--- src/source/fmul_pkg.sv ---
package fmul_pkg;

    // ~~~~~~~~~~~~~~~~~~~~
    // Vector types.
    // ~~~~~~~~~~~~~~~~~~~~
    typedef logic [31:0]        float_t;   // IEEE single precision word.
    typedef logic signed [9:0]  exp_t;     // Biased exponent sum with headroom.
    typedef logic [23:0]        sig_t;     // Significand with hidden bit.
    typedef logic [47:0]        prod_t;
    typedef logic [3:0]         class_t;   // One-hot, all zero for a normal operand.
    typedef logic [2:0]         rm_t;
    typedef logic [4:0]         tag_t;
    typedef logic [3:0]         flags_t;

    // ~~~~~~~~~~~~~~~~~~~~
    // Format constants.
    // ~~~~~~~~~~~~~~~~~~~~
    localparam int     EXP_BIAS  = 127;
    localparam int     EXP_MAX   = 254;
    localparam float_t CANON_NAN = 32'h7fc0_0000;

    // RISC-V rounding mode encoding.
    localparam rm_t RM_RNE = 3'b000;
    localparam rm_t RM_RTZ = 3'b001;
    localparam rm_t RM_RDN = 3'b010;
    localparam rm_t RM_RUP = 3'b011;
    localparam rm_t RM_RMM = 3'b100;   // Nearest, ties away from zero.

    // Bit positions in class_t.
    localparam int CLASS_ZERO = 0;
    localparam int CLASS_INF  = 1;
    localparam int CLASS_QNAN = 2;
    localparam int CLASS_SNAN = 3;

    // Bit positions in flags_t, same order as fflags.
    localparam int FLAG_NX = 0;
    localparam int FLAG_UF = 1;
    localparam int FLAG_OF = 2;
    localparam int FLAG_NV = 3;

endpackage
--- src/source/fmul_top.sv ---
`timescale 1ns/1ns

module fmul_top
    import fmul_pkg::*;
(
    input  logic   clk,
    input  logic   rst_n,
    input  logic   in_valid,
    output logic   in_ready,
    input  float_t a,
    input  float_t b,
    input  rm_t    rm,
    input  tag_t   tag,
    input  logic   out_ready,
    output logic   out_valid,
    output float_t result,
    output flags_t flags,
    output tag_t   out_tag
);

    // ~~~~~~~~~~~~~~~~~~~~
    // Inter-stage streams.
    // ~~~~~~~~~~~~~~~~~~~~
    logic       c_valid, c_ready, c_sign_a, c_sign_b;
    logic [7:0] c_exp_a, c_exp_b;
    sig_t       c_sig_a, c_sig_b;
    class_t     c_class_a, c_class_b;
    rm_t        c_rm, e_rm, m_rm;
    tag_t       c_tag, e_tag, m_tag;

    logic       e_valid, e_ready, e_sign, e_special, e_nv;
    exp_t       e_exp_sum, m_exp_sum;
    sig_t       e_sig_a, e_sig_b;
    float_t     e_special_result, m_special_result;

    logic       m_valid, m_ready, m_sign, m_special, m_nv;
    prod_t      m_product;

    fmul_classify classify_inst (
        .clk, .rst_n, .in_valid, .in_ready, .a, .b, .rm, .tag,
        .out_ready(c_ready), .out_valid(c_valid),
        .sign_a(c_sign_a), .sign_b(c_sign_b), .exp_a(c_exp_a), .exp_b(c_exp_b),
        .sig_a(c_sig_a), .sig_b(c_sig_b), .class_a(c_class_a), .class_b(c_class_b),
        .out_rm(c_rm), .out_tag(c_tag)
    );

    fmul_exponent exponent_inst (
        .clk, .rst_n, .in_valid(c_valid), .in_ready(c_ready),
        .sign_a(c_sign_a), .sign_b(c_sign_b), .exp_a(c_exp_a), .exp_b(c_exp_b),
        .sig_a(c_sig_a), .sig_b(c_sig_b), .class_a(c_class_a), .class_b(c_class_b),
        .rm(c_rm), .tag(c_tag),
        .out_ready(e_ready), .out_valid(e_valid),
        .sign(e_sign), .exp_sum(e_exp_sum), .out_sig_a(e_sig_a), .out_sig_b(e_sig_b),
        .special(e_special), .special_result(e_special_result), .special_nv(e_nv),
        .out_rm(e_rm), .out_tag(e_tag)
    );

    fmul_mantissa mantissa_inst (
        .clk, .rst_n, .in_valid(e_valid), .in_ready(e_ready),
        .sign(e_sign), .exp_sum(e_exp_sum), .sig_a(e_sig_a), .sig_b(e_sig_b),
        .special(e_special), .special_result(e_special_result), .special_nv(e_nv),
        .rm(e_rm), .tag(e_tag),
        .out_ready(m_ready), .out_valid(m_valid), .product(m_product),
        .out_sign(m_sign), .out_exp_sum(m_exp_sum), .out_special(m_special),
        .out_special_result(m_special_result), .out_special_nv(m_nv),
        .out_rm(m_rm), .out_tag(m_tag)
    );

    fmul_round round_inst (
        .clk, .rst_n, .in_valid(m_valid), .in_ready(m_ready),
        .product(m_product), .sign(m_sign), .exp_sum(m_exp_sum),
        .special(m_special), .special_result(m_special_result), .special_nv(m_nv),
        .rm(m_rm), .tag(m_tag),
        .out_ready, .out_valid, .result, .flags, .out_tag
    );

endmodule

--- src/source/fmul_round.sv ---
`timescale 1ns/1ns

module fmul_round
    import fmul_pkg::*;
(
    input  logic   clk,
    input  logic   rst_n,
    input  logic   in_valid,
    output logic   in_ready,
    input  prod_t  product,
    input  logic   sign,
    input  exp_t   exp_sum,
    input  logic   special,
    input  float_t special_result,
    input  logic   special_nv,
    input  rm_t    rm,
    input  tag_t   tag,
    input  logic   out_ready,
    output logic   out_valid,
    output float_t result,
    output flags_t flags,
    output tag_t   out_tag
);

    logic        top_bit, guard, sticky, round_up, to_inf;
    logic [22:0] frac;
    logic [23:0] frac_r;
    exp_t        exp_norm, exp_final;
    float_t      next_result;
    flags_t      next_flags;
    logic [40:0] stage_d;
    logic [40:0] stage_q;

    // ~~~~~~~~~~~~~~~~~~~~
    // Normalize to 1.f with guard and sticky.
    // ~~~~~~~~~~~~~~~~~~~~
    assign top_bit  = product[47];
    assign frac     = top_bit ? product[46:24] : product[45:23];
    assign guard    = top_bit ? product[23] : product[22];
    assign sticky   = top_bit ? |product[22:0] : |product[21:0];
    assign exp_norm = exp_sum + {9'b0, top_bit};

    always_comb begin
        round_up = 1'b0;
        case (rm)
            RM_RNE: round_up = guard & (sticky | frac[0]);
            RM_RMM: round_up = guard;
            RM_RUP: round_up = (guard | sticky) & !sign;
            RM_RDN: round_up = (guard | sticky) & sign;
            RM_RTZ: round_up = 1'b0;
            default: round_up = 1'b0;
        endcase
    end

    assign frac_r    = {1'b0, frac} + {23'b0, round_up};
    assign exp_final = exp_norm + {9'b0, frac_r[23]};   // Carry gives 1.0, fraction already zero.
    assign to_inf    = (rm == RM_RNE) || (rm == RM_RMM) ||
                       (rm == RM_RUP && !sign) || (rm == RM_RDN && sign);

    always_comb begin
        next_flags = '0;
        if (special) begin
            next_result          = special_result;
            next_flags[FLAG_NV]  = special_nv;
        end else if (exp_final > EXP_MAX) begin
            next_result          = to_inf ? {sign, 8'hff, 23'h0} : {sign, 8'hfe, 23'h7fffff};
            next_flags[FLAG_OF]  = 1'b1;
            next_flags[FLAG_NX]  = 1'b1;
        end else if (exp_final < 1) begin
            next_result          = {sign, 31'h0};   // Flush to zero.
            next_flags[FLAG_UF]  = 1'b1;
            next_flags[FLAG_NX]  = 1'b1;
        end else begin
            next_result          = {sign, exp_final[7:0], frac_r[22:0]};
            next_flags[FLAG_NX]  = guard | sticky;
        end
    end

    assign stage_d = {next_result, next_flags, tag};

    fmul_flow_stage #(.WIDTH($bits(stage_d))) stage_inst (
        .clk, .rst_n,
        .in_valid, .in_ready, .in_data(stage_d),
        .out_ready, .out_valid, .out_data(stage_q)
    );

    assign {result, flags, out_tag} = stage_q;

endmodule

--- src/source/fmul_mantissa.sv ---
`timescale 1ns/1ns

module fmul_mantissa
    import fmul_pkg::*;
(
    input  logic   clk,
    input  logic   rst_n,
    input  logic   in_valid,
    output logic   in_ready,
    input  logic   sign,
    input  exp_t   exp_sum,
    input  sig_t   sig_a,
    input  sig_t   sig_b,
    input  logic   special,
    input  float_t special_result,
    input  logic   special_nv,
    input  rm_t    rm,
    input  tag_t   tag,
    input  logic   out_ready,
    output logic   out_valid,
    output prod_t  product,
    output logic   out_sign,
    output exp_t   out_exp_sum,
    output logic   out_special,
    output float_t out_special_result,
    output logic   out_special_nv,
    output rm_t    out_rm,
    output tag_t   out_tag
);

    prod_t next_product;
    logic [100:0] stage_d;
    logic [100:0] stage_q;

    assign next_product = prod_t'(sig_a) * prod_t'(sig_b);   // Full width, no truncation.

    assign stage_d = {next_product, sign, exp_sum, special,
                      special_result, special_nv, rm, tag};

    fmul_flow_stage #(.WIDTH($bits(stage_d))) stage_inst (
        .clk, .rst_n,
        .in_valid, .in_ready, .in_data(stage_d),
        .out_ready, .out_valid, .out_data(stage_q)
    );

    assign {product, out_sign, out_exp_sum, out_special,
            out_special_result, out_special_nv, out_rm, out_tag} = stage_q;

endmodule

--- src/source/fmul_exponent.sv ---
`timescale 1ns/1ns

module fmul_exponent
    import fmul_pkg::*;
(
    input  logic       clk,
    input  logic       rst_n,
    input  logic       in_valid,
    output logic       in_ready,
    input  logic       sign_a,
    input  logic       sign_b,
    input  logic [7:0] exp_a,
    input  logic [7:0] exp_b,
    input  sig_t       sig_a,
    input  sig_t       sig_b,
    input  class_t     class_a,
    input  class_t     class_b,
    input  rm_t        rm,
    input  tag_t       tag,
    input  logic       out_ready,
    output logic       out_valid,
    output logic       sign,
    output exp_t       exp_sum,
    output sig_t       out_sig_a,
    output sig_t       out_sig_b,
    output logic       special,
    output float_t     special_result,
    output logic       special_nv,
    output rm_t        out_rm,
    output tag_t       out_tag
);

    logic   next_sign, next_special, next_nv;
    exp_t   next_exp_sum;
    float_t next_result;
    logic   any_nan, any_snan, any_inf, any_zero, inf_zero;
    logic [100:0] stage_d;
    logic [100:0] stage_q;

    assign next_sign    = sign_a ^ sign_b;
    assign next_exp_sum = exp_t'({2'b00, exp_a}) + exp_t'({2'b00, exp_b}) - exp_t'(EXP_BIAS);

    assign any_snan = class_a[CLASS_SNAN] | class_b[CLASS_SNAN];
    assign any_nan  = any_snan | class_a[CLASS_QNAN] | class_b[CLASS_QNAN];
    assign any_inf  = class_a[CLASS_INF] | class_b[CLASS_INF];
    assign any_zero = class_a[CLASS_ZERO] | class_b[CLASS_ZERO];
    assign inf_zero = any_inf & any_zero;

    // ~~~~~~~~~~~~~~~~~~~~
    // Special operand priority: NaN, then infinity, then zero.
    // ~~~~~~~~~~~~~~~~~~~~
    always_comb begin
        next_special = 1'b1;
        next_nv      = 1'b0;
        if (any_nan || inf_zero) begin
            next_result = CANON_NAN;
            next_nv     = any_snan | inf_zero;
        end else if (any_inf) begin
            next_result = {next_sign, 8'hff, 23'h0};
        end else if (any_zero) begin
            next_result = {next_sign, 31'h0};
        end else begin
            next_special = 1'b0;
            next_result  = '0;
        end
    end

    assign stage_d = {next_sign, next_exp_sum, sig_a, sig_b,
                      next_special, next_result, next_nv, rm, tag};

    fmul_flow_stage #(.WIDTH($bits(stage_d))) stage_inst (
        .clk, .rst_n,
        .in_valid, .in_ready, .in_data(stage_d),
        .out_ready, .out_valid, .out_data(stage_q)
    );

    assign {sign, exp_sum, out_sig_a, out_sig_b,
            special, special_result, special_nv, out_rm, out_tag} = stage_q;

endmodule

--- src/source/fmul_classify.sv ---
`timescale 1ns/1ns

module fmul_classify
    import fmul_pkg::*;
(
    input  logic       clk,
    input  logic       rst_n,
    input  logic       in_valid,
    output logic       in_ready,
    input  float_t     a,
    input  float_t     b,
    input  rm_t        rm,
    input  tag_t       tag,
    input  logic       out_ready,
    output logic       out_valid,
    output logic       sign_a,
    output logic       sign_b,
    output logic [7:0] exp_a,
    output logic [7:0] exp_b,
    output sig_t       sig_a,
    output sig_t       sig_b,
    output class_t     class_a,
    output class_t     class_b,
    output rm_t        out_rm,
    output tag_t       out_tag
);

    logic [81:0] stage_d;
    logic [81:0] stage_q;

    function automatic class_t op_class(float_t f);
        class_t c;
        c = '0;
        if (f[30:23] == 8'h00) begin
            c[CLASS_ZERO] = 1'b1;   // Subnormals count as zero.
        end else if (f[30:23] == 8'hff) begin
            if (f[22:0] == '0)
                c[CLASS_INF] = 1'b1;
            else if (f[22])
                c[CLASS_QNAN] = 1'b1;
            else
                c[CLASS_SNAN] = 1'b1;
        end
        return c;
    endfunction

    function automatic sig_t op_sig(float_t f);
        return (f[30:23] == 8'h00) ? sig_t'(0) : {1'b1, f[22:0]};
    endfunction

    assign stage_d = {a[31], b[31], a[30:23], b[30:23],
                      op_sig(a), op_sig(b), op_class(a), op_class(b), rm, tag};

    fmul_flow_stage #(.WIDTH($bits(stage_d))) stage_inst (
        .clk, .rst_n,
        .in_valid, .in_ready, .in_data(stage_d),
        .out_ready, .out_valid, .out_data(stage_q)
    );

    assign {sign_a, sign_b, exp_a, exp_b, sig_a, sig_b,
            class_a, class_b, out_rm, out_tag} = stage_q;

endmodule

--- src/source/fmul_flow_stage.sv ---
`timescale 1ns/1ns

module fmul_flow_stage #(
    parameter int WIDTH = 32
)(
    input  logic             clk,
    input  logic             rst_n,
    input  logic             in_valid,
    output logic             in_ready,
    input  logic [WIDTH-1:0] in_data,
    input  logic             out_ready,
    output logic             out_valid,
    output logic [WIDTH-1:0] out_data
);

    logic load;

    // Empty entry, or the current one leaves this cycle.
    assign in_ready = !out_valid || out_ready;
    assign load     = in_valid && in_ready;

    always_ff @(posedge clk or negedge rst_n) begin
        if (!rst_n) begin
            out_valid <= 1'b0;
        end else if (load) begin
            out_valid <= 1'b1;
        end else if (out_ready) begin
            out_valid <= 1'b0;   // Drained with nothing behind it.
        end
    end

    always_ff @(posedge clk) begin
        if (load) begin
            out_data <= in_data;
        end
    end

endmodule

--- config.mk ---
export PLATFORM = sky130hd
export DESIGN_NAME = fmul_top
export DESIGN_NICKNAME = d
export VERILOG_FILES = /design/src/source/fmul_pkg.sv /design/src/source/fmul_top.sv /design/src/source/fmul_round.sv /design/src/source/fmul_mantissa.sv /design/src/source/fmul_exponent.sv /design/src/source/fmul_classify.sv /design/src/source/fmul_flow_stage.sv
export SDC_FILE = /design/constraint.sdc
export NUM_CORES = 2
export LEC_CHECK = 0
export BUFFER_PORTS_ARGS = -buffer_cell sky130_fd_sc_hd__buf_2
export CAP_MARGIN = 0
export CORE_MARGIN = 4
export CORE_UTILIZATION = 25
export DETAILED_ROUTE_END_ITERATION = 12
export MAX_ROUTING_LAYER = met4
export SLEW_MARGIN = 20
export SYNTH_ARGS = -nofsm -noshare
export SYNTH_HDL_FRONTEND = slang
export SYNTH_HIERARCHICAL = 1
export SYNTH_SLANG_ARGS = --single-unit
--- constraint.sdc ---
create_clock -name clk -period 6.9 [get_ports clk]
set_input_delay 0.345 -clock clk [delete_from_list [all_inputs] [get_ports clk]]
set_output_delay 0.345 -clock clk [all_outputs]
set_load 0.05 [all_outputs]
Yosys cells after proc, flatten, opt, wreduce, memory -nomap -nowiden

Cells that the tools add are included.

Add/subtract/negate cells: 5
Multiplexer cells: 33
Multiply operators: 1
Reduce and logical (&&, ||, !) cells: 36
Order comparisons: 2
Equality and inequality tests: 5
Bitwise logic cells: 15

Operator list:

| operator                | number |
|---|---|
| $mux W32                | 3 |
| $mux W24                | 3 |
| $mux W31                | 2 |
| $mul A24 B24 Y48        | 1 |
| $logic_not A23 Y1       | 2 |
| $add A23 B1 Y24         | 1 |
| $mux W1                 | 23 |
| $mux W23                | 1 |
| $reduce_or A23 Y1       | 1 |
| $reduce_or A22 Y1       | 1 |
| $add A10 B1 Y10         | 2 |
| $eq A8 B8 Y1 const B    | 2 |
| $logic_not A8 Y1        | 2 |
| $gt A10 B9 Y1 const B   | 1 |
| $lt A10 B2 Y1 const B   | 1 |
| $sub A10 B8 Y10 const B | 1 |
| $add A8 B8 Y9           | 1 |
| $logic_or A1 B1 Y1      | 8 |
| $or A1 B1 Y1            | 8 |
| $reduce_bool A2 Y1      | 4 |
| $reduce_or A2 Y1        | 4 |
| $eq A3 B2 Y1 const B    | 2 |
| $logic_and A1 B1 Y1     | 6 |
| $reduce_or A3 Y1        | 2 |
| other kinds (7)         | 15 |

Input bits: 76
Logic and storage cells: 117
Register bits after elaboration: 329
Output and inout bits: 43

Longest topological paths before layout

Depth in word-level cells: 11
Mapped depth: 26

Hierarchy

The synthesis kept the hierarchy.

Modules (own cells, without submodules):

| module                                         | area each (sq um) | sequential area each (sq um) | cells each | times used |
|---|---|---|---|---|
| fmul_mantissa                                  | 18977.0           | 0.0                          | 2165       | 1 |
| fmul_flow_stage (exponent_inst.stage_inst ...) | 3086.7            | 3057.9                       | 105        | 2 |
| fmul_flow_stage (classify_inst.stage_inst)     | 2516.2            | 2487.4                       | 86         | 1 |
| fmul_round                                     | 2174.6            | 0.0                          | 334        | 1 |
| fmul_flow_stage (round_inst.stage_inst)        | 1285.0            | 1256.2                       | 45         | 1 |
| fmul_classify                                  | 680.7             | 0.0                          | 90         | 1 |
| fmul_exponent                                  | 490.5             | 0.0                          | 64         | 1 |

Least setup slack after synthesis

OpenSTA, ideal clock, no wires.

Path type: register -> register
From: reg exponent_inst.stage_inst.out_data[45]
To: reg mantissa_inst.stage_inst.out_data[98], data pin
Stages on the path, launching flop included: 26
Required time: 6.720 ns
Slack: 0.127 ns
Arrival time: 6.593 ns
Setup time: 0.180 ns
Path through: edfxtp_1 > clkbuf_1 > nand2_1 > fa_1 > inv_1 > fa_1 > inv_1 > fa_1 > inv_1 > fa_1 > inv_1 > fa_1 > inv_1 > fa_1 > inv_1 > fa_1 > inv_1 > ha_1 > and4_1 > nand2_1 > o211ai_1 > a311oi_1 > o31a_1 > o31a_1 > o31a_1 > o311ai_1

Longest elaborated chain between the ends: 1

Ends and longest elaborated chain:

| item                                     | line                  | RTL |
|---|---|---|
| start, declared                          | fmul_flow_stage.sv:13 | `output logic [WIDTH-1:0] out_data` |
| start signal, assigned                   | fmul_flow_stage.sv:34 | `out_data <= in_data;` |
| $mul A24 B24 Y48                         | fmul_mantissa.sv:35   | `assign next_product = prod_t'(sig_a) * prod_t'(sig_b);` |
| named net mantissa_inst.next_product[45] | fmul_mantissa.sv:31   | `prod_t next_product;` |
| end signal, assigned                     | fmul_flow_stage.sv:34 |  |
| end, declared                            | fmul_flow_stage.sv:13 |  |

The timed path passes the listed nets, and every way through them passes these cells.
A chain may end at the register's enable or synchronous reset.

Worst setup path in the final report

From: reg exponent_inst.stage_inst.out_data[79]
To: reg mantissa_inst.stage_inst.out_data[98], data pin

The elaborated chain is that of the path after synthesis.

==> results.txt <==
The min-delay analysis places its worst path in the category primary input to flop. The HPWL after detailed placement came out at approximately 63000 um. The maximum fanout count along the critical path came out at 6. The largest family of logic cells by synthesized area is adder cells. Once the floorplan was initialized, standard cells occupied between 20% and 30% of the core. The width of the die is 367 um. The number of top-level pins is between 100 and 150. The synthesized-area fraction occupied by adder cells is roughly 38%. The final weighted congestion of routability-driven global placement came out at 0.901.

The final layout contains 4041 nets. The number of synthesized register bits is roughly 330. The cell count after synthesis is about 3000.

Subtracting the final worst setup slack from the clock period gives 6.90 ns. The total standard cell area after synthesis came out at around 32000 um^2. In the routed layout, each cell is associated on average with a via count of 4.25. The xor and xnor area share after synthesis is under 10%.

The data required time at the worst endpoint came out at 7.27 ns. The cell with the biggest individual delay on the critical path is sky130_fd_sc_hd__fa_1. Port buffering added 118 buffers.

The area growth from synthesis to layout is 19.3%. The top cell types in the final layout, fill and taps aside, are sky130_fd_sc_hd__inv_1, sky130_fd_sc_hd__fa_1, sky130_fd_sc_hd__nand2_1. TritonCTS built the clock tree. The post-layout worst setup margin came out at ~0.0036 ns. For this run, the top clock speed supported by timing is 0.145 GHz. The CTS buffer count came out at 38.

The fraction of the mapped netlist area in simple logic gates came out at approximately 15%. Detailed routing inserted a total of ~21000 vias. The post-synthesis compound-gate area fraction came out at under 10%. The tree is rooted in a sky130_fd_sc_hd__clkbuf_16.

After synthesis, the netlist uses 85 different library cells. The detailed-route wire length is between 70000 and 80000 um. The number of max-slew violations in the final report is 0. The synthesized area per cell is ~11 um^2. The total track usage is 11.7%.

Clock-pin slew was measured on the worst setup and hold paths at 0.06 ns. The critical path is of the flop to flop type. Global routing finished with a remaining overflow of 0.

The endpoint arrival time on the critical path came out at around 7.3 ns. The run finished with clean final reports. For this run, the slowest stage of the critical path takes 0.55 ns. The area of the core region came out at roughly 130000 um^2. Among all flip-flop cells after synthesis, the most frequent one is sky130_fd_sc_hd__edfxtp_1. The count of max-cap constraint violations is 0.

No sink is reached through more buffers than the 3 on the longest clock path. The number of warning messages in the yosys log is 6. In this run the most critical hold path is launched from b[23]. The total setup violations reported at the end of the flow came out at 0. The fraction of synthesized area in multiplexers came out at less than 1%. The relative slew slack came out at 29.0%. The placement row count came out at about 130. Setup repair after global routing could not meet its margin everywhere. The worst clock skew on the final layout came out at 0.0161 ns. The CTS H-tree depth is 2.

The share of cells above drive strength 1 came out at 17.7%. In this run the worst setup path begins at exponent_inst/stage_inst/out_data[79]. Counting the fill cells in the layout gives around 13000. The insertion delay to the later sink of the worst-skew pair came out at around 0.56 ns.

The first global-routing pass estimated around 120000 um of wire. The number of antenna violations at the first check in global routing came to 7. The slew at the pin with the worst max-slew slack came out at between 1 and 1.5 ns. The number of enable flip-flop cells after synthesis is 325. The maximum number of pins on one net before global-route repair is between 60 and 70. The share of synthesized area occupied by flip-flops and latches is between 30% and 40%.

The first-pass iteration count of the detailed router came out at 6. The number of nets still failing antenna checks after routing came out at 0. The vertical die dimension came out at approximately 370 um. The number of design-rule violations left by the first detailed-router iteration is about 1200.

The startpoint of the worst register-to-register path is exponent_inst/stage_inst/out_data[79]. The worst setup path is captured at a flop. After synthesis, the share of flip-flops with an asynchronous set or reset is around 1.2%.

The die outline area came out at 135000 um^2. After detailed routing, the average wire length per cell comes to 15.4 um. The via count of the first global-routing pass is 22600. The clock net sink count is between 300 and 400. The most common library cell in the layout ignoring fill and taps is sky130_fd_sc_hd__inv_1. The critical path launch point type is a flop. At the placement stage, the worst setup path has a slack of -0.153 ns.

The detailed-route DRC error count came out at 0. The final-report hold violation count is 0. The post-route fraction of the period consumed by the critical path is 99.9%.
-- final timing paths --
| check | endpoint | slack, ns | depth (start not counted) |
|---|---|---|---|
| min in group asynchronous | classify_inst/stage_inst/out_valid | 0.14 | 2 |
| worst max-delay path | mantissa_inst/stage_inst/out_data[98] | 0.004 | 25 |
| worst min-delay path | classify_inst/stage_inst/out_data[64] | 0.03 | 1 |
| max in group asynchronous | round_inst/stage_inst/out_valid | 6.64 | 2 |
| worst max register to register | mantissa_inst/stage_inst/out_data[98] | 0.004 | 25 |
| worst min register to register | exponent_inst/stage_inst/out_data[89] | 0.41 | 0 |
-- Yosys cell counts, drive strengths merged (3+ instances only) --
| library cell | instances | share of area, % |
|---|---|---|
| inv | 583 | 6.8 |
| fa | 484 | 30 |
| and2 | 359 | 7.3 |
| nand2 | 355 | 4.1 |
| edfxtp | 325 | 30 |
| ha | 194 | 7.5 |
| clkbuf | 108 | 1.3 |
| xnor2 | 59 | 1.6 |
| a21oi | 57 | 0.88 |
| o21ai | 53 | 0.83 |
| nor2 | 46 | 0.54 |
| nand3 | 31 | 0.48 |
| nand4 | 29 | 0.56 |
| nand2b | 26 | 0.60 |
| nor3 | 25 | 0.40 |
| a21o | 24 | 0.56 |
| xor2 | 24 | 0.65 |
| nor4 | 23 | 0.54 |
| mux2i | 17 | 0.53 |
| buf | 16 | 0.34 |
| o31ai | 15 | 0.36 |
| a211oi | 12 | 0.31 |
| and3 | 11 | 0.21 |
| o21bai | 11 | 0.26 |
| o21a | 10 | 0.26 |
| o211ai | 9 | 0.22 |
| a221o | 8 | 0.25 |
| a2111oi | 5 | 0.15 |
| o31a | 5 | 0.14 |
| or2 | 5 | 0.097 |
| a21boi | 4 | 0.093 |
| and4 | 4 | 0.11 |
| dfrtp | 4 | 0.31 |
| mux2 | 4 | 0.15 |
| nand3b | 4 | 0.093 |
| o22ai | 4 | 0.097 |
| a311oi | 3 | 0.081 |
| a31oi | 3 | 0.058 |
| o311ai | 3 | 0.14 |
-- metal layers --
metal	vias to the layer above	share of wire [%]	global-route usage, %
met5	-	0	-
met4	0	2.6	2.91
met3	131	3.7	1.27
met2	440	51	20.2
met1	10900	43	14.7
li1	10000	-	-
-- sequential cells by signal (all words and copies together) (netlist names) --
register and cells:
mantissa_inst/stage_inst/out_data 101, classify_inst/stage_inst/out_data 82, round_inst/stage_inst/out_data 41, classify_inst/stage_inst/out_valid 1
exponent_inst/stage_inst/out_data 101, round_inst/stage_inst/out_valid 1, exponent_inst/stage_inst/out_valid 1, mantissa_inst/stage_inst/out_valid 1
-- what timing repair did --
item                                    in CTS  in global routing
hold buffers                                21                  0
hold endpoints to repair                    24                  0
endpoints found under the setup margin       9                 15
buffers inserted                             6                 40
gates resized for setup                     19                149
pin swaps                                    8                 97
cloned                                       0                  2
-- per-stage QoR --
step,TNS [ns],hold WS [ns],instance area (um^2),utilization [%],instances
6_report,0,0.0257,38500,30.1,5046
5_1_grt,-0.689,0.0125,38500,30.1,5046
4_1_cts,0,0.00375,37600,29.4,5002
3_5_place_dp,-0.771,0.160,36100,28.2,4908
3_3_place_gp,-0.255,0.155,36100,28.2,4908
2_1_floorplan,0,0.0494,32400,-,3015
-- cell families (layout without fill, tap and decap cells) --
logic type,count (synthesis),count (layout)
simple gates,931,931
xor+xnor,83,83
compound gates,243,243
flops,329,329
mux,21,21
buf+inv,708,1007
fa+ha+maj,678,678
other cells,1,25
-- worst max-delay path, delay by kind of cell, from the launching register on --
family,cells,cell delay (ns)
AOI/OAI and AO/OA,7,1.70
DFF,1,0.51
and+or+nand+nor,1,0.17
buffers and inverters,9,0.81
adders and majority gates,8,3.53
-- cell type report --
| class | instances | area (um^2) | area share, % |
|---|---|---|---|
| antenna | 3 | 7.51 | 0.0195 |
| clock buffer | 44 | 973 | 2.53 |
| clock inverter | 23 | 258 | 0.669 |
| inverter | 584 | 2190 | 5.69 |
| multi-input combinational | 1978 | 20300 | 52.6 |
| sequential | 329 | 9860 | 25.6 |
| tap | 1729 | 2160 | 5.62 |
| timing repair buffer | 356 | 2800 | 7.28 |
Power is left out: the tool's default activity adds up to more than one toggle a clock period on the data nets, which glitch-free logic cannot reach.
